`config.mk`:
```
export PLATFORM = sky130hd
export DESIGN_NAME = memHandlerTop
export DESIGN_NICKNAME = d
export VERILOG_FILES = /design/src/rtl/memOpPkg.sv /design/src/rtl/busMapPkg.sv /design/src/rtl/fetchStage.sv /design/src/rtl/accessStage.sv /design/src/rtl/writebackStage.sv /design/src/rtl/busArbiter.sv /design/src/rtl/memHandlerTop.sv
export SDC_FILE = /design/constraint.sdc
export NUM_CORES = 1
export LEC_CHECK = 0
export ABC_AREA = 1
export BUFFER_PORTS_ARGS = -buffer_cell sky130_fd_sc_hd__buf_2
export CAP_MARGIN = 20
export CORE_MARGIN = 3
export CORE_UTILIZATION = 53
export CTS_BUF_LIST = sky130_fd_sc_hd__clkbuf_4 sky130_fd_sc_hd__clkbuf_8 sky130_fd_sc_hd__clkbuf_16
export DETAILED_ROUTE_END_ITERATION = 6
export GPL_TIMING_DRIVEN = 0
export PLACE_DENSITY_LB_ADDON = 0.1
export SLEW_MARGIN = 0
export SYNTH_ARGS = -nofsm -noshare
export SYNTH_HDL_FRONTEND = slang
export SYNTH_SLANG_ARGS = --single-unit
```
`constraint.sdc`:
```
create_clock -name clk -period 6.7 [get_ports clk]
set_input_delay 0.335 -clock clk [delete_from_list [all_inputs] [get_ports clk]]
set_output_delay 0.335 -clock clk [all_outputs]
set_load 0.05 [all_outputs]
```
`src/rtl/memOpPkg.sv`:
```
`default_nettype none

package memOpPkg;

    localparam int OpWidth = 4;
    localparam int SizeWidth = 2;

    // memory operation codes as the CPU decodes them
    typedef enum logic [OpWidth-1:0] {
        NONE = 4'd0,
        LB   = 4'd1,
        LH   = 4'd2,
        LW   = 4'd3,
        LBU  = 4'd4,
        LHU  = 4'd5,
        SB   = 4'd6,
        SH   = 4'd7,
        SW   = 4'd8
    } memOpT;

    typedef enum logic [SizeWidth-1:0] {
        BYTE = 2'd0,
        HALF = 2'd1,
        WORD = 2'd2
    } accessSizeT;

    // unused codes fall out of both sets, so they act like NONE
    function automatic logic isLoad(memOpT op);
        return op inside {LB, LH, LW, LBU, LHU};
    endfunction

    function automatic logic isStore(memOpT op);
        return op inside {SB, SH, SW};
    endfunction

    function automatic accessSizeT sizeOf(memOpT op);
        case (op)
            LB, LBU, SB: return BYTE;
            LH, LHU, SH: return HALF;
            default:     return WORD;
        endcase
    endfunction

endpackage

`default_nettype wire

```
`src/rtl/busMapPkg.sv`:
```
`default_nettype none

package busMapPkg;

    // bus and register width
    localparam int DataWidth = 32;
    localparam int SelWidth = DataWidth / 8;  // one select bit per byte lane

    typedef logic [DataWidth-1:0] wordT;
    typedef logic [SelWidth-1:0] selT;

    // byte selects, always lane 0 upward
    localparam selT SelByte = 4'b0001;
    localparam selT SelHalf = 4'b0011;
    localparam selT SelWord = 4'b1111;

    // memory returns this for an unmapped or empty instruction slot
    localparam wordT InvalidInstr = 32'hDEADBEEF;

endpackage

`default_nettype wire

```
`src/rtl/fetchStage.sv`:
```
`timescale 1ns/1ps
`default_nettype none

module fetchStage (
    input  wire logic             clk,
    input  wire logic             nrst,
    input  wire logic             start_i,      // one cycle after release
    input  busMapPkg::wordT       pc_i,
    output logic                  busCyc_o,
    output busMapPkg::wordT       busAdr_o,
    input  wire logic             busAck_i,
    input  busMapPkg::wordT       busDat_i,
    output busMapPkg::wordT       instr_o,
    output busMapPkg::wordT       pc_o,
    output logic                  fetchDone_o
);

    logic firstFetch;  // kicks the very first read after reset
    logic ackSeen;

    assign ackSeen = busCyc_o && busAck_i;

    // address comes straight from the CPU, which holds it while frozen
    assign busAdr_o = pc_i;

    always_ff @(posedge clk) begin
        if (!nrst) begin
            firstFetch  <= 1'b1;
            busCyc_o    <= 1'b0;
            fetchDone_o <= 1'b0;
        end else begin
            firstFetch  <= 1'b0;
            fetchDone_o <= 1'b0;
            if (ackSeen) begin
                busCyc_o    <= 1'b0;  // drop cyc the cycle after ack
                fetchDone_o <= 1'b1;
            end else if (start_i || firstFetch) begin
                busCyc_o <= 1'b1;
            end
        end
    end

    always_ff @(posedge clk) begin
        if (!nrst) begin
            instr_o <= '0;
            pc_o    <= '0;
        end else if (ackSeen) begin
            pc_o <= pc_i;
            // keep the old instruction on an invalid slot
            if (busDat_i != busMapPkg::InvalidInstr) begin
                instr_o <= busDat_i;
            end
        end
    end

    // the CPU must not move pc while the read is still waiting for ack
    fetchAdrStable: assert property (
        @(posedge clk) disable iff (!nrst)
        (busCyc_o && !busAck_i) |=> $stable(pc_i)
    ) else $error("pc_i changed during a pending fetch");

endmodule

`default_nettype wire

```
`src/rtl/accessStage.sv`:
```
`timescale 1ns/1ps
`default_nettype none

module accessStage (
    input  wire logic             clk,
    input  wire logic             nrst,
    input  wire logic             fetchDone_i,
    input  memOpPkg::memOpT       memOp_i,
    input  wire logic             memSource_i,  // high picks the FPU register
    input  busMapPkg::wordT       aluAddr_i,
    input  busMapPkg::wordT       regData_i,
    input  busMapPkg::wordT       fpuData_i,
    output logic                  busCyc_o,
    output logic                  busWe_o,
    output busMapPkg::wordT       busAdr_o,
    output busMapPkg::selT        busSel_o,
    output busMapPkg::wordT       busDat_o,
    input  wire logic             busAck_i,
    input  busMapPkg::wordT       busDat_i,
    output busMapPkg::wordT       loadWord_o,
    output memOpPkg::memOpT       loadOp_o,
    output logic                  accessDone_o
);

    localparam int Dw = busMapPkg::DataWidth;

    logic                 doLoad;
    logic                 doStore;
    logic                 ackSeen;
    memOpPkg::accessSizeT size;
    busMapPkg::wordT      srcData;
    busMapPkg::wordT      storeData;
    busMapPkg::selT       storeSel;

    assign ackSeen = busCyc_o && busAck_i;

    // decode and store formatting
    always_comb begin
        doLoad  = memOpPkg::isLoad(memOp_i);
        doStore = memOpPkg::isStore(memOp_i);
        size    = memOpPkg::sizeOf(memOp_i);
        srcData = memSource_i ? fpuData_i : regData_i;
        case (size)
            memOpPkg::BYTE: begin
                storeData = {{(Dw-8){1'b0}}, srcData[7:0]};
                storeSel  = busMapPkg::SelByte;
            end
            memOpPkg::HALF: begin
                storeData = {{(Dw-16){1'b0}}, srcData[15:0]};
                storeSel  = busMapPkg::SelHalf;
            end
            default: begin
                storeData = srcData;
                storeSel  = busMapPkg::SelWord;
            end
        endcase
    end

    always_ff @(posedge clk) begin
        if (!nrst) begin
            busCyc_o     <= 1'b0;
            busWe_o      <= 1'b0;
            accessDone_o <= 1'b0;
            loadOp_o     <= memOpPkg::NONE;
        end else begin
            accessDone_o <= 1'b0;
            if (fetchDone_i) begin
                loadOp_o <= doLoad ? memOp_i : memOpPkg::NONE;
                if (doLoad || doStore) begin
                    busCyc_o <= 1'b1;
                    busWe_o  <= doStore;
                end else begin
                    accessDone_o <= 1'b1;  // no data phase, straight on
                end
            end else if (ackSeen) begin
                busCyc_o     <= 1'b0;
                busWe_o      <= 1'b0;
                accessDone_o <= 1'b1;
            end
        end
    end

    // request fields latched with the request, held until ack
    always_ff @(posedge clk) begin
        if (fetchDone_i) begin
            busAdr_o <= aluAddr_i;
            busSel_o <= doStore ? storeSel : busMapPkg::SelWord;  // loads read the whole word
            busDat_o <= doStore ? storeData : '0;
        end
        if (ackSeen && !busWe_o) begin
            loadWord_o <= busDat_i;  // raw word, extended in writeback
        end
    end

    // a new instruction never arrives while its data cycle is still open
    noFetchDuringAccess: assert property (
        @(posedge clk) disable iff (!nrst)
        fetchDone_i |-> !busCyc_o
    ) else $error("fetch completed during an open data cycle");

endmodule

`default_nettype wire

```
`src/rtl/writebackStage.sv`:
```
`timescale 1ns/1ps
`default_nettype none

module writebackStage (
    input  wire logic             clk,
    input  wire logic             nrst,
    input  wire logic             accessDone_i,
    input  memOpPkg::memOpT       loadOp_i,
    input  busMapPkg::wordT       loadWord_i,
    output busMapPkg::wordT       regData_o,
    output logic                  freeze_o
);

    localparam int Dw = busMapPkg::DataWidth;

    logic                 signedLoad;
    logic                 fillBit;
    memOpPkg::accessSizeT size;
    busMapPkg::wordT      extended;

    always_comb begin
        signedLoad = (loadOp_i == memOpPkg::LB) || (loadOp_i == memOpPkg::LH);
        size       = memOpPkg::sizeOf(loadOp_i);
        fillBit    = 1'b0;
        case (size)
            memOpPkg::BYTE: begin
                fillBit  = signedLoad && loadWord_i[7];
                extended = {{(Dw-8){fillBit}}, loadWord_i[7:0]};
            end
            memOpPkg::HALF: begin
                fillBit  = signedLoad && loadWord_i[15];
                extended = {{(Dw-16){fillBit}}, loadWord_i[15:0]};
            end
            default: extended = loadWord_i;  // LW
        endcase
    end

    always_ff @(posedge clk) begin
        if (!nrst) begin
            regData_o <= '0;
            freeze_o  <= 1'b1;  // CPU held until the first instruction is done
        end else begin
            freeze_o <= !accessDone_i;  // release for a single cycle
            if (accessDone_i && memOpPkg::isLoad(loadOp_i)) begin
                regData_o <= extended;
            end
        end
    end

    // accessDone is a pulse, so the release must end after one cycle
    singleRelease: assert property (
        @(posedge clk) disable iff (!nrst)
        !freeze_o |=> freeze_o
    ) else $error("freeze_o low for more than one cycle");

endmodule

`default_nettype wire

```
`src/rtl/busArbiter.sv`:
```
`timescale 1ns/1ps
`default_nettype none

module busArbiter (
    input  wire logic             clk,
    input  wire logic             nrst,
    input  wire logic             fetchCyc_i,
    input  busMapPkg::wordT       fetchAdr_i,
    output logic                  fetchAck_o,
    input  wire logic             accCyc_i,
    input  wire logic             accWe_i,
    input  busMapPkg::wordT       accAdr_i,
    input  busMapPkg::selT        accSel_i,
    input  busMapPkg::wordT       accDat_i,
    output logic                  accAck_o,
    output logic                  wbCyc_o,
    output logic                  wbStb_o,
    output logic                  wbWe_o,
    output busMapPkg::wordT       wbAdr_o,
    output busMapPkg::selT        wbSel_o,
    output busMapPkg::wordT       wbDat_o,
    input  wire logic             wbAck_i
);

    logic busy;      // a cycle has started and not yet seen ack
    logic grantAcc;  // owner of that cycle
    logic useAcc;

    // while idle the grant follows the requester, then stays locked
    assign useAcc = busy ? grantAcc : accCyc_i;

    always_ff @(posedge clk) begin
        if (!nrst) begin
            busy     <= 1'b0;
            grantAcc <= 1'b0;
        end else if (busy) begin
            if (wbAck_i) busy <= 1'b0;
        end else if ((fetchCyc_i || accCyc_i) && !wbAck_i) begin
            busy     <= 1'b1;
            grantAcc <= accCyc_i;
        end
    end

    assign wbCyc_o = useAcc ? accCyc_i : fetchCyc_i;
    assign wbStb_o = wbCyc_o;  // classic, one transfer per cycle
    assign wbWe_o  = useAcc && accWe_i;
    assign wbAdr_o = useAcc ? accAdr_i : fetchAdr_i;
    assign wbSel_o = useAcc ? accSel_i : busMapPkg::SelWord;
    assign wbDat_o = useAcc ? accDat_i : '0;

    assign fetchAck_o = wbAck_i && wbCyc_o && !useAcc;
    assign accAck_o   = wbAck_i && wbCyc_o && useAcc;

    // the stages take turns; overlapping requests would break ack routing
    noOverlap: assert property (
        @(posedge clk) disable iff (!nrst)
        !(fetchCyc_i && accCyc_i)
    ) else $error("fetch and access requested the bus together");

endmodule

`default_nettype wire

```
`src/rtl/memHandlerTop.sv`:
```
`timescale 1ns/1ps
`default_nettype none

module memHandlerTop (
    input  wire logic             clk,
    input  wire logic             nrst,
    // CPU side
    input  busMapPkg::wordT       pc_i,
    input  memOpPkg::memOpT       memOp_i,
    input  wire logic             memSource_i,
    input  busMapPkg::wordT       aluAddr_i,
    input  busMapPkg::wordT       regData_i,
    input  busMapPkg::wordT       fpuData_i,
    output busMapPkg::wordT       instr_o,
    output busMapPkg::wordT       pc_o,
    output busMapPkg::wordT       regData_o,
    output logic                  freeze_o,
    // Wishbone master
    output logic                  wbCyc_o,
    output logic                  wbStb_o,
    output logic                  wbWe_o,
    output busMapPkg::wordT       wbAdr_o,
    output busMapPkg::selT        wbSel_o,
    output busMapPkg::wordT       wbDat_o,
    input  busMapPkg::wordT       wbDat_i,
    input  wire logic             wbAck_i
);

    logic            fetchStart;
    logic            fetchCyc;
    busMapPkg::wordT fetchAdr;
    logic            fetchAck;
    logic            fetchDone;
    logic            accCyc;
    logic            accWe;
    busMapPkg::wordT accAdr;
    busMapPkg::selT  accSel;
    busMapPkg::wordT accDat;
    logic            accAck;
    busMapPkg::wordT loadWord;
    memOpPkg::memOpT loadOp;
    logic            accessDone;

    assign fetchStart = !freeze_o;  // next fetch follows the release cycle

    fetchStage i_fetch (
        .clk(clk), .nrst(nrst), .start_i(fetchStart), .pc_i(pc_i),
        .busCyc_o(fetchCyc), .busAdr_o(fetchAdr), .busAck_i(fetchAck), .busDat_i(wbDat_i),
        .instr_o(instr_o), .pc_o(pc_o), .fetchDone_o(fetchDone)
    );

    accessStage i_access (
        .clk(clk), .nrst(nrst), .fetchDone_i(fetchDone), .memOp_i(memOp_i),
        .memSource_i(memSource_i), .aluAddr_i(aluAddr_i), .regData_i(regData_i),
        .fpuData_i(fpuData_i), .busCyc_o(accCyc), .busWe_o(accWe), .busAdr_o(accAdr),
        .busSel_o(accSel), .busDat_o(accDat), .busAck_i(accAck), .busDat_i(wbDat_i),
        .loadWord_o(loadWord), .loadOp_o(loadOp), .accessDone_o(accessDone)
    );

    writebackStage i_writeback (
        .clk(clk), .nrst(nrst), .accessDone_i(accessDone), .loadOp_i(loadOp),
        .loadWord_i(loadWord), .regData_o(regData_o), .freeze_o(freeze_o)
    );

    busArbiter i_arbiter (
        .clk(clk), .nrst(nrst),
        .fetchCyc_i(fetchCyc), .fetchAdr_i(fetchAdr), .fetchAck_o(fetchAck),
        .accCyc_i(accCyc), .accWe_i(accWe), .accAdr_i(accAdr), .accSel_i(accSel),
        .accDat_i(accDat), .accAck_o(accAck),
        .wbCyc_o(wbCyc_o), .wbStb_o(wbStb_o), .wbWe_o(wbWe_o), .wbAdr_o(wbAdr_o),
        .wbSel_o(wbSel_o), .wbDat_o(wbDat_o), .wbAck_i(wbAck_i)
    );

endmodule

`default_nettype wire

```
==> results of run 1 <==
[layout make-up]
class / instances / area share, %
buffer: 62 / 2.610
antenna: 2 / 0.04405
timing repair buffer: 333 / 14.67
clock inverter: 9 / 0.6057
inverter: 132 / 4.361
multi-input combinational: 615 / 24.32
tap: 216 / 2.379
clock buffer: 31 / 5.870
sequential: 207 / 45.14
[sequential cells by signal, summed over array words and instances (netlist names), 2 cells and up]
register / count
i_access.loadOp_o: 4
i_access.busSel_o: 2
i_writeback.regData_o: 32
i_fetch.pc_o: 32
i_access.loadWord_o: 32
i_access.busAdr_o: 32
i_access.busDat_o: 32
i_fetch.instr_o: 32
[per-stage QoR]
stage | hold slack, ns | util (%) | power, mW | worst slack, ns | area, um2
global placement | 0.4058 | 66.54 | 1.778 | 3.377 | 10610
CTS | 0.007207 | 71.23 | 2.969 | 4.013 | 11360
floorplan | 0.3781 | - | 1.652 | 4.025 | 8672
finish | 0.02409 | 71.26 | 2.950 | 4.058 | 11360
detailed placement | 0.4006 | 66.61 | 1.782 | 4.539 | 10620
global route | 0.005690 | 71.26 | 3.055 | 3.922 | 11360
[report_power, final]
| group | internal [mW] | leakage (nW) | switching, mW |
|---|---|---|---|
| Sequential | 1.36 | 1.82 | 0.0214 |
| Combinational | 0.105 | 3.21 | 0.270 |
| Clock | 0.730 | 0.368 | 0.463 |
| Total | 2.20 | 5.40 | 0.755 |
[kinds of logic after synthesis]
| logic type | count (synthesis) |
|---|---|
| and+or+nand+nor | 435 |
| DFF | 207 |
| buffers and inverters | 194 |
| AOI/OAI and AO/OA | 179 |
| other | 1 |
[cells in the mapped netlist (2+ instances only)]
cell type                    n
sky130_fd_sc_hd__a21oi_1    77
sky130_fd_sc_hd__buf_4       8
sky130_fd_sc_hd__dfxtp_1   109
sky130_fd_sc_hd__nand3_2     3
sky130_fd_sc_hd__nand2_2     2
sky130_fd_sc_hd__or2_2       2
sky130_fd_sc_hd__o22ai_1     3
sky130_fd_sc_hd__o21ai_0    81
sky130_fd_sc_hd__nand2_1   191
sky130_fd_sc_hd__buf_6       3
sky130_fd_sc_hd__nor2_1    133
sky130_fd_sc_hd__edfxtp_1   98
sky130_fd_sc_hd__buf_2       9
sky130_fd_sc_hd__clkbuf_1   35
sky130_fd_sc_hd__o21ai_2     2
sky130_fd_sc_hd__buf_1       7
sky130_fd_sc_hd__nand4_1    17
sky130_fd_sc_hd__nand3_1    83
sky130_fd_sc_hd__o21ai_1    13
sky130_fd_sc_hd__inv_1     130
[routing by layer]
metal	wire [um]	global-route usage (%)
met3	1873	5.664
met5	12	0
met4	618	7.943
met2	12520	46.88
met1	9330	29.93
[path summary, 6_finish.rpt]
kind	slack, ns	start	cells after the start	end
max reg2reg	4.97	i_access.busCyc_o	8	i_fetch.instr_o[9]
min reg2reg	0.43	i_access.accessDone_o	1	i_writeback.freeze_o
max	4.06	i_access.busCyc_o	7	wbStb_o
min	0.02	aluAddr_i[19]	1	i_access.busAdr_o[19]
==> out/results.txt, run 1 <==
RSZ-0062 raised after global routing: false
Setup violations, final: 0
Worst Path Buf+Inv: 5
post-synthesis share of cell area spent on full adders, half adders and majority gates: 0%
commonest cells after routing, fill and taps aside: 342 x sky130_fd_sc_hd__buf_2, 191 x sky130_fd_sc_hd__nand2_1, 132 x sky130_fd_sc_hd__nor2_1, 130 x sky130_fd_sc_hd__inv_1, 108 x sky130_fd_sc_hd__dfxtp_1
GR Util All Layers: 25.60%
GRT Residual Overflow: 0
die height: 133.9 um
critical path startpoint category: register
maximum number of buffers from clock root to sink: 3
share of the synthesized area in the top cell type: 33.93%
top post-synthesis cells by area: sky130_fd_sc_hd__edfxtp_1 34%, sky130_fd_sc_hd__dfxtp_1 25%, sky130_fd_sc_hd__nand2_1 8.3%
hold-fix buffers at CTS: 0
Crit path top cell by count: sky130_fd_sc_hd__buf_2
leading register cell type out of synthesis: sky130_fd_sc_hd__dfxtp_1
number of CTS-inserted buffers: 22
compound-gate portion of the synthesized area: 10.53%
share of flip-flops with an asynchronous set or reset after synthesis: 0%
sequence of cells on the critical path: inv_1 > o21ai_2 > buf_2 > buf_2 > o21ai_0 > buf_4 > buf_2
max-cap violation count: 0
Slew Limit Fails: 0
register clock-pin slew on the reported worst setup and hold paths: 0.06 ns
Synth Register Bits: 207
largest area contributor in the netlist: sky130_fd_sc_hd__edfxtp_1
leakage power summed over all cells: 5.400 nW
TritonCTS clock tree: built
Post-DP HPWL: 18.59 mm
pwr/cell area: 259.7 nW/um2
average wire length per cell after detail routing: 15.15 um
later-pin clock latency in the skew report: 0.48 ns
Chip Width: 133.9 um
number of warnings reported in the yosys synthesis log: 0
Area Overhead vs Synth: 31.01%
share of the synthesized netlist area taken by xor and xnor gates: 0%
run status: finished, final reports clean
total number of vias: 7924
Core Box Area: 15940 um2
transition time at the pin with the least slew margin: 0.9600 ns
count of unresolved DRC violations after routing: 0
H-tree levels: 1
combinational family with the most area after synthesis: simple AND/OR/NAND/NOR gates
final RePlAce weighted congestion: 0.8638
Seq/Total Area, Yosys: 59.10%
post-layout net count: 1541
post-CTS setup-driven buffer insertion count: 0
fmax: 378.5 MHz
class of the tightest hold or removal check: in2reg
Clock Sink Count: 207
worst-path fanout max: 10
worst max-slew margin expressed relative to the limit: 36.00%
minimum clock period after layout: 2.642 ns
Root Buffer Master: sky130_fd_sc_hd__clkbuf_16
count of fill cells added during filler insertion: 1290
cell family contributing the most delay on the critical path: buffers and inverters
number of cells after detailed placement: 1565
Antenna Violating Nets Remaining: 0
count of port buffers added during placement: 333
area of the die: 17930 um2
maximum VDD drop: 171.4 uV
mapped cell area: 8672 um2
area share of and/or/nand/nor cells after synthesis: 21.19%
number of rows created at floorplan: 46
via count of the first global-routing pass: 7279
Critical Path Sink Type: output port
global-route wire length before repair: 36.98 mm
library cell contributing the largest single delay on the critical path: sky130_fd_sc_hd__o21ai_0
kind of critical path: reg2out
Via density: 4.931
count of distinct cell types in the synthesized netlist: 30
number of design-rule violations left by the first detailed-router iteration: 453
total negative slack for setup checks: 0 ns
pin count of the biggest net entering global routing: 72
multi-input gate area in the final layout: 2763 um2
number of synthesized flops with an enable pin: 98
I/O pin cnt: 336
final number of hold-violating endpoints: 0
Total Wirelength: 24.35 mm
final critical-path share of the clock period: 39.43%
fraction of final layout cells with drive strength greater than 1: 29.23%
commonest non-fill, non-tap cell in the layout: sky130_fd_sc_hd__buf_2
post-synthesis mux area share: 0%
post_cts resized: 0
mean cell area of the mapped netlist: 8.535 um2
number of antenna violations at the first check in global routing: 3
number of nets in the synthesized netlist: 1184
first-pass iteration count of the detailed router: 5
endpoint arrival time on the critical path: 2.31 ns
starting density of the core: 54.39%
post-synthesis cell count: 1016
Sequential Area: 5129 um2
WP data required: 6.36 ns
Largest stage delay, worst path: 0.40 ns
number of cells in the finished layout apart from fillers: 1607
maximum clock skew at final layout: 0.007585 ns
Note: power is estimated with default switching activity, not from simulation.
==> run 2: changes to the inputs <==
--- a/config.mk
+++ b/config.mk
@@ -9,7 +9,7 @@
 export BUFFER_PORTS_ARGS = -buffer_cell sky130_fd_sc_hd__buf_2
 export CAP_MARGIN = 20
 export CORE_MARGIN = 3
-export CORE_UTILIZATION = 53
+export CORE_UTILIZATION = 44
 export CTS_BUF_LIST = sky130_fd_sc_hd__clkbuf_4 sky130_fd_sc_hd__clkbuf_8 sky130_fd_sc_hd__clkbuf_16
 export DETAILED_ROUTE_END_ITERATION = 6
 export GPL_TIMING_DRIVEN = 0
==> constraint.sdc (replaced) <==
create_clock -name clk -period 2.33 [get_ports clk]
set_input_delay 0.1165 -clock clk [delete_from_list [all_inputs] [get_ports clk]]
set_output_delay 0.1165 -clock clk [all_outputs]
set_load 0.05 [all_outputs]
==> run 2 against run 1 <==
Effect of this change:
- core utilization down 3.0 points
- register-to-register slack got worse by 4.5 ns
- sequential cell count is the same
- combinational power grew to 3.4 times the previous value
- non-clock buffer count rose by 149
- clock power grew to 3.1 times the previous value
- design area is 14% higher
- power increased to 3.0 times the previous value
- critical path depth stayed put
- die area rose by 19%
- hold slack lost 0.0040 ns
- largest power group unchanged
==> out/results.txt, run 2 (synthesized netlist as in run 1, its figures left out) <==
run status: finished, final reports clean (unchanged)
H-tree levels: 1 (unchanged)
final instance area: 12990 um2 (was 11360 um2)
class of the tightest hold or removal check: in2reg (unchanged)
total negative slack for setup checks: 0 ns (unchanged)
power after layout: 8.899 mW (was 2.950 mW)
Critical path origin: i_arbiter.busy (was i_access.busCyc_o)
first-pass iteration count of the detailed router: 4 (was 5)
final RePlAce weighted congestion: 0.8565 (was 0.8638)
Min-Delay Endpoint: i_access.busDat_o[18] (was i_access.busAdr_o[19])
transition time at the pin with the least slew margin: 0.9296 ns (was 0.9600 ns)
met1 track utilization from global routing: 28.69% (was 29.93%)
worst max-slew margin expressed relative to the limit: 38.03% (was 36.00%)
maximum number of buffers from clock root to sink: 3 (unchanged)
end of the worst register-to-register path: i_fetch.pc_o[10] (was i_fetch.instr_o[9])
average wire length per cell after detail routing: 15.00 um (was 15.15 um)
critical path startpoint category: register (unchanged)
later-pin clock latency in the skew report: 0.50 ns (was 0.48 ns)
Largest stage delay, worst path: 0.44 ns (was 0.40 ns)
Slew Limit Fails: 0 (unchanged)
die height: 146.4 um (was 133.9 um)
number of design-rule violations left by the first detailed-router iteration: 365 (was 453)
starting density of the core: 45.60% (was 54.39%)
Min-Delay Startpoint: fpuData_i[18] (was aluAddr_i[19])
worst setup slack for register-to-register paths: 0.48 ns (was 4.97 ns)
final critical-path share of the clock period: 96.33%
register clock-pin slew on the reported worst setup and hold paths: 0.06 ns (about the same)
post-route worst setup slack: 0.08562 ns (was 4.058 ns)
number of cells in the finished layout apart from fillers: 1801 (was 1607)
Final Util: 68.31% (was 71.26%)
Clock Sink Count: 207 (unchanged)
leakage power summed over all cells: 6.120 nW (was 5.400 nW)
worst r2r path cells: 6 (was 8)
endpoint arrival time on the critical path: 2.13 ns (was 2.31 ns)
fmax: 445.6 MHz
layer with the highest usage after global routing: met2 (unchanged)
GRT Residual Overflow: 0 (unchanged)
Critical Path Sink Type: output port (unchanged)
cell area reported after detailed placement: 10680 um2 (was 10620 um2)
commonest non-fill, non-tap cell in the layout: sky130_fd_sc_hd__buf_2 (unchanged)
via count of the first global-routing pass: 8426 (was 7279)
Post-DP HPWL: 18.94 mm (was 18.59 mm)
GR Util All Layers: 24.47% (was 25.60%)
worst hold-check slack: 0.02010 ns (was 0.02409 ns)
Chip Width: 146.4 um (was 133.9 um)
count of port buffers added during placement: 333 (unchanged)
pin count of the biggest net entering global routing: 72 (unchanged)
number of rows created at floorplan: 50 (was 46)
GR Layer Usage met3: 5.649% (was 5.664%)
post-layout net count: 1691 (was 1541)
Core Box Area: 19020 um2 (was 15940 um2)
fraction of final layout cells with drive strength greater than 1: 27.01% (was 29.23%)
Setup violations, final: 0 (unchanged)
Root Buffer Master: sky130_fd_sc_hd__clkbuf_16 (unchanged)
placement-stage worst setup slack: 0.4370 ns (was 4.539 ns)
final number of hold-violating endpoints: 0 (unchanged)
Hold Path Cell Cnt: 3 (was 1)
met2 track demand over resource: 43.07% (was 46.88%)
WP data required: 2.21 ns (was 6.36 ns)
global-route wire length before repair: 43.08 mm (was 36.98 mm)
number of CTS-inserted buffers: 23 (was 22)
Antenna Violating Nets Remaining: 0 (unchanged)
kind of critical path: reg2out (unchanged)
maximum clock skew at final layout: 0.007724 ns (was 0.007585 ns)
Area Overhead vs Synth: 49.81% (was 31.01%)
maximum VDD drop: 569.8 uV (was 171.4 uV)
TritonCTS clock tree: built (unchanged)
max-cap violation count: 0 (unchanged)
count of unresolved DRC violations after routing: 0 (unchanged)
I/O pin cnt: 336 (unchanged)
minimum clock period after layout: 2.244 ns
number of cells after detailed placement: 1609 (was 1565)
number of antenna violations at the first check in global routing: 1 (was 3)
pwr/cell area: 685.0 nW/um2 (was 259.7 nW/um2)
area of the die: 21430 um2 (was 17930 um2)
Total Wirelength: 27.02 mm (was 24.35 mm)
library cell contributing the largest single delay on the critical path: sky130_fd_sc_hd__dfxtp_1 (was sky130_fd_sc_hd__o21ai_0)
Via density: 4.745 (was 4.931)
Reg2Reg Launch Point: i_arbiter.busy (was i_access.busCyc_o)
sequence of cells on the critical path: nand2_1 > o21ai_4 > buf_4 > buf_2 > nand2_1 > o21ai_0 > buf_2 (was inv_1 > o21ai_2 > buf_2 > buf_2 > o21ai_0 > buf_4 > buf_2)
total number of vias: 8545 (was 7924)
worst-path fanout max: 10 (unchanged)
post-CTS setup-driven buffer insertion count: 0 (unchanged)
commonest cells after routing, fill and taps aside: 336 x sky130_fd_sc_hd__buf_2, 191 x sky130_fd_sc_hd__nand2_1, 149 x sky130_fd_sc_hd__dlygate4sd3_1, 132 x sky130_fd_sc_hd__nor2_1, 130 x sky130_fd_sc_hd__inv_1 (was 342 x sky130_fd_sc_hd__buf_2, 191 x sky130_fd_sc_hd__nand2_1, 132 x sky130_fd_sc_hd__nor2_1, 130 x sky130_fd_sc_hd__inv_1, 108 x sky130_fd_sc_hd__dfxtp_1)
==> run 2: cell types whose count changed in the layout (fill, tap and decap cells not counted), sizes merged <==
| cell | change |
|---|---|
| dlygate4sd3 | +149 |
| diode | -1 |
| clkinv | -2 |
| clkbuf | +5 |
| buf | -4 |
| inv | +3 |
==> run 2: worst max-delay path by stage <==
stage,to,slack (ns),cells after the start
after floorplan,i_access.loadWord_o[0],0.02,4
after global placement,i_access.loadWord_o[25],-0.56,4
after detailed placement,wbAdr_o[12],0.44,6
after CTS,wbDat_o[28],0.04,6
after global routing,wbAdr_o[27],-0.02,7
final,wbAdr_o[19],0.09,7
==> run 2: repair_timing <==
item                                   in CTS  in global routing
endpoints found under the hold margin     159                  0
resized for setup                           3                 11
setup endpoints to repair                   3                 61
hold buffers                              149                  0
==> run 2: worst max-delay path: cells and delay by family (launching register included) <==
kind / cells / cell delay [ns]
AO/OA/AOI/OAI: 2 / 0.20
buffers and inverters: 3 / 0.78
flip-flops: 1 / 0.44
AND/OR/NAND/NOR: 2 / 0.21
==> run 2: final cells by class <==
| cell class | count | area, um2 |
|---|---|---|
| fill | 1589 | 6027 |
| sequential | 207 | 5129 |
| timing repair buffer | 482 | 3168 |
| multi-input combinational | 615 | 2776 |
| clock buffer | 32 | 704.4 |
| inverter | 132 | 495.5 |
| tap | 260 | 325.3 |
| buffer | 62 | 305.3 |
| clock inverter | 10 | 85.08 |
| antenna | 1 | 2.502 |
==> run 2: power breakdown <==
group	internal, mW	switching [mW]	leakage [nW]
Clock	2.23	1.42	0.397
Sequential	3.91	0.0624	1.82
Combinational	0.460	0.825	3.90
Total	6.60	2.30	6.12
==> run 2: metal layers <==
layer	up-vias	share of wire, %
met5	-	0
met4	0	4.0
met3	75	7.1
met2	300	50
met1	3863	39
li1	4307	-
==> run 3: changes to the inputs <==
--- a/config.mk
+++ b/config.mk
@@ -9,8 +9,7 @@
 export BUFFER_PORTS_ARGS = -buffer_cell sky130_fd_sc_hd__buf_2
 export CAP_MARGIN = 20
 export CORE_MARGIN = 3
-export CORE_UTILIZATION = 44
-export CTS_BUF_LIST = sky130_fd_sc_hd__clkbuf_4 sky130_fd_sc_hd__clkbuf_8 sky130_fd_sc_hd__clkbuf_16
+export CORE_UTILIZATION = 49
 export DETAILED_ROUTE_END_ITERATION = 6
 export GPL_TIMING_DRIVEN = 0
 export PLACE_DENSITY_LB_ADDON = 0.1
==> constraint.sdc (replaced) <==
create_clock -name clk -period 2.5 [get_ports clk]
set_input_delay 0.125 -clock clk [delete_from_list [all_inputs] [get_ports clk]]
set_output_delay 0.125 -clock clk [all_outputs]
set_load 0.05 [all_outputs]
==> run 3 against run 2 <==
Effect of this change:
- cell count shrank 3.4%
- sequential cell count is the same
- highest routed layer unchanged
- via count grew 1.1%
- first-iteration DRC count up 12%
- worst setup slack better by 0.066 ns
- clock skew grew 0.0020 ns
==> out/results.txt, run 3 (synthesized netlist as in run 1, its figures left out) <==
run status: finished, final reports clean (unchanged)
final RePlAce weighted congestion: 0.8842 (was 0.8565)
register clock-pin slew on the reported worst setup and hold paths: 0.06 ns (about the same)
post-layout net count: 1665 (was 1691)
transition time at the pin with the least slew margin: 0.9338 ns (was 0.9296 ns)
Final Util: 72.66% (was 68.31%)
number of design-rule violations left by the first detailed-router iteration: 407 (was 365)
total number of vias: 8642 (was 8545)
Post-DP HPWL: 18.69 mm (was 18.94 mm)
worst-path fanout max: 9 (was 10)
switching share of total power: 26.59% (was 25.87%)
final number of hold-violating endpoints: 0 (unchanged)
Antenna Violating Nets Remaining: 0 (unchanged)
GRT Residual Overflow: 0 (unchanged)
Internal Power: 5.835 mW (was 6.596 mW)
worst max-slew margin expressed relative to the limit: 37.75% (was 38.03%)
later-pin clock latency in the skew report: 0.49 ns (was 0.50 ns)
pin count of the biggest net entering global routing: 72 (unchanged)
Total Wirelength: 26.95 mm (was 27.02 mm)
average wire length per cell after detail routing: 15.50 um (was 15.00 um)
TritonCTS clock tree: built (unchanged)
Clock power frac: 38.6% (was 40.9%)
placement-stage worst setup slack: 0.5544 ns (was 0.4370 ns)
die height: 139.0 um (was 146.4 um)
WP data required: 2.73 ns (was 2.21 ns)
number of CTS-inserted buffers: 22 (was 23)
maximum clock skew at final layout: 0.009756 ns (was 0.007724 ns)
starting density of the core: 50.14% (was 45.60%)
first-pass iteration count of the detailed router: 5 (was 4)
Chip Width: 139.0 um (was 146.4 um)
total negative slack for setup checks: 0 ns (unchanged)
pwr/cell area: 632.5 nW/um2 (was 685.0 nW/um2)
class of the tightest hold or removal check: in2reg (unchanged)
worst hold-check slack: 0.01282 ns (was 0.02010 ns)
endpoint arrival time on the critical path: 2.58 ns (was 2.13 ns)
fraction of final layout cells with drive strength greater than 1: 26.70% (was 27.01%)
post-route worst setup slack: 0.1516 ns (was 0.08562 ns)
count of unresolved DRC violations after routing: 0 (unchanged)
fmax: 425.8 MHz
I/O pin cnt: 336 (unchanged)
leakage power summed over all cells: 5.913 nW (was 6.120 nW)
Slew Limit Fails: 0 (unchanged)
maximum VDD drop: 547.2 uV (was 569.8 uV)
Via density: 4.970 (was 4.745)
power after layout: 7.949 mW (was 8.899 mW)
Critical Path Sink Type: register (was output port)
Setup violations, final: 0 (unchanged)
number of rows created at floorplan: 48 (was 50)
number of antenna violations at the first check in global routing: 1 (unchanged)
GR Util All Layers: 26.80% (was 24.47%)
H-tree levels: 1 (unchanged)
count of port buffers added during placement: 333 (unchanged)
switching power: 2.113 mW (was 2.303 mW)
register share of total power: 46.6% (was 44.6%)
critical path startpoint category: primary input (was register)
part of the total power dissipated in combinational logic: 14.8% (was 14.4%)
commonest cells after routing, fill and taps aside: 340 x sky130_fd_sc_hd__buf_2, 191 x sky130_fd_sc_hd__nand2_1, 132 x sky130_fd_sc_hd__nor2_1, 130 x sky130_fd_sc_hd__inv_1, 124 x sky130_fd_sc_hd__dlygate4sd3_1 (was 336 x sky130_fd_sc_hd__buf_2, 191 x sky130_fd_sc_hd__nand2_1, 149 x sky130_fd_sc_hd__dlygate4sd3_1, 132 x sky130_fd_sc_hd__nor2_1, 130 x sky130_fd_sc_hd__inv_1)
commonest non-fill, non-tap cell in the layout: sky130_fd_sc_hd__buf_2 (unchanged)
area of the die: 19330 um2 (was 21430 um2)
kind of critical path: in2reg (was reg2out)
minimum clock period after layout: 2.348 ns
RSZ-0062 raised after global routing: false
maximum number of buffers from clock root to sink: 3 (unchanged)
Root Buffer Master: sky130_fd_sc_hd__clkbuf_16 (unchanged)
final critical-path share of the clock period: 93.93%
Area Overhead vs Synth: 44.91% (was 49.81%)
global-route wire length before repair: 42.67 mm (was 43.08 mm)
Clock Sink Count: 207 (unchanged)
max-cap violation count: 0 (unchanged)
Core Box Area: 17300 um2 (was 19020 um2)
via count of the first global-routing pass: 8591 (was 8426)
## run 3: cell types whose count changed in the layout (fill, tap and decap cells not counted), sizes merged
cell,before,now
buf,356,358
inv,134,132
dlygate4sd3,149,124
clkinv,6,12
clkbuf,71,63
## run 3: final timing paths
path / endpoint / from / cells after the start / slack (ns)
hold reg to reg: i_fetch.busCyc_o / i_writeback.freeze_o / 1 / 0.43
hold / removal: i_access.busDat_o[1] / regData_i[1] / 3 / 0.01
setup reg to reg: i_fetch.pc_o[12] / i_access.busCyc_o / 6 / 0.63
setup / recovery: i_access.busDat_o[12] / memOp_i[1] / 8 / 0.15
## run 3: layout make-up
| class | count | area [um2] |
|---|---|---|
| fillers | 1329 | 4730 |
| repair buffers | 457 | 2910 |
| diodes | 1 | 2.502 |
| plain buffers | 62 | 300.3 |
| well taps | 225 | 281.5 |
| flip-flops and latches | 207 | 5129 |
| clock inverters | 14 | 98.84 |
| multi-input cells | 615 | 2763 |
| clock buffers | 26 | 586.8 |
| inverters | 132 | 495.5 |
## run 3: critical path: stages
cell	delay, ns
sky130_fd_sc_hd__dlygate4sd3_1	0.53
sky130_fd_sc_hd__buf_2	0.16
sky130_fd_sc_hd__inv_1	0.06
sky130_fd_sc_hd__nand4_1	0.33
sky130_fd_sc_hd__inv_1	0.07
sky130_fd_sc_hd__a31oi_1	0.61
sky130_fd_sc_hd__a21oi_1	0.08
sky130_fd_sc_hd__dlygate4sd3_1	0.59
## run 3: timing repair
| action | CTS | global route |
|---|---|---|
| buffers inserted | 0 | 0 |
| hold buffers | 124 | 0 |
| resized for setup | 0 | 5 |
| setup endpoints to repair | 0 | 2 |
| hold endpoints to repair | 141 | 0 |
## run 3: metrics by stage
step | area [um2] | cells
floorplan | 8672 | 1016
global placement | 10620 | 1574
detailed placement | 10630 | 1574
CTS | 12560 | 1738
global route | 12570 | 1739
finish | 12570 | 1739
## run 3: per-layer routing
layer | vias to the layer above | GRT usage, % | wire length, um
met5 | - | 0 | 0
met4 | 0 | 12.00 | 1222
met3 | 83 | 5.172 | 1815
met2 | 357 | 49.04 | 13670
met1 | 3923 | 30.21 | 10240
li1 | 4279 | - | -
## run 3: power groups by stage
stage | clock network [mW] | logic [mW] | registers (mW)
after floorplan | 0 | 0.448 | 3.98
after global placement | 0 | 0.996 | 3.77
final | 3.07 | 1.18 | 3.70
after global routing | 3.24 | 1.26 | 3.71
after CTS | 3.13 | 1.16 | 3.70
after detailed placement | 0 | 1.01 | 3.77
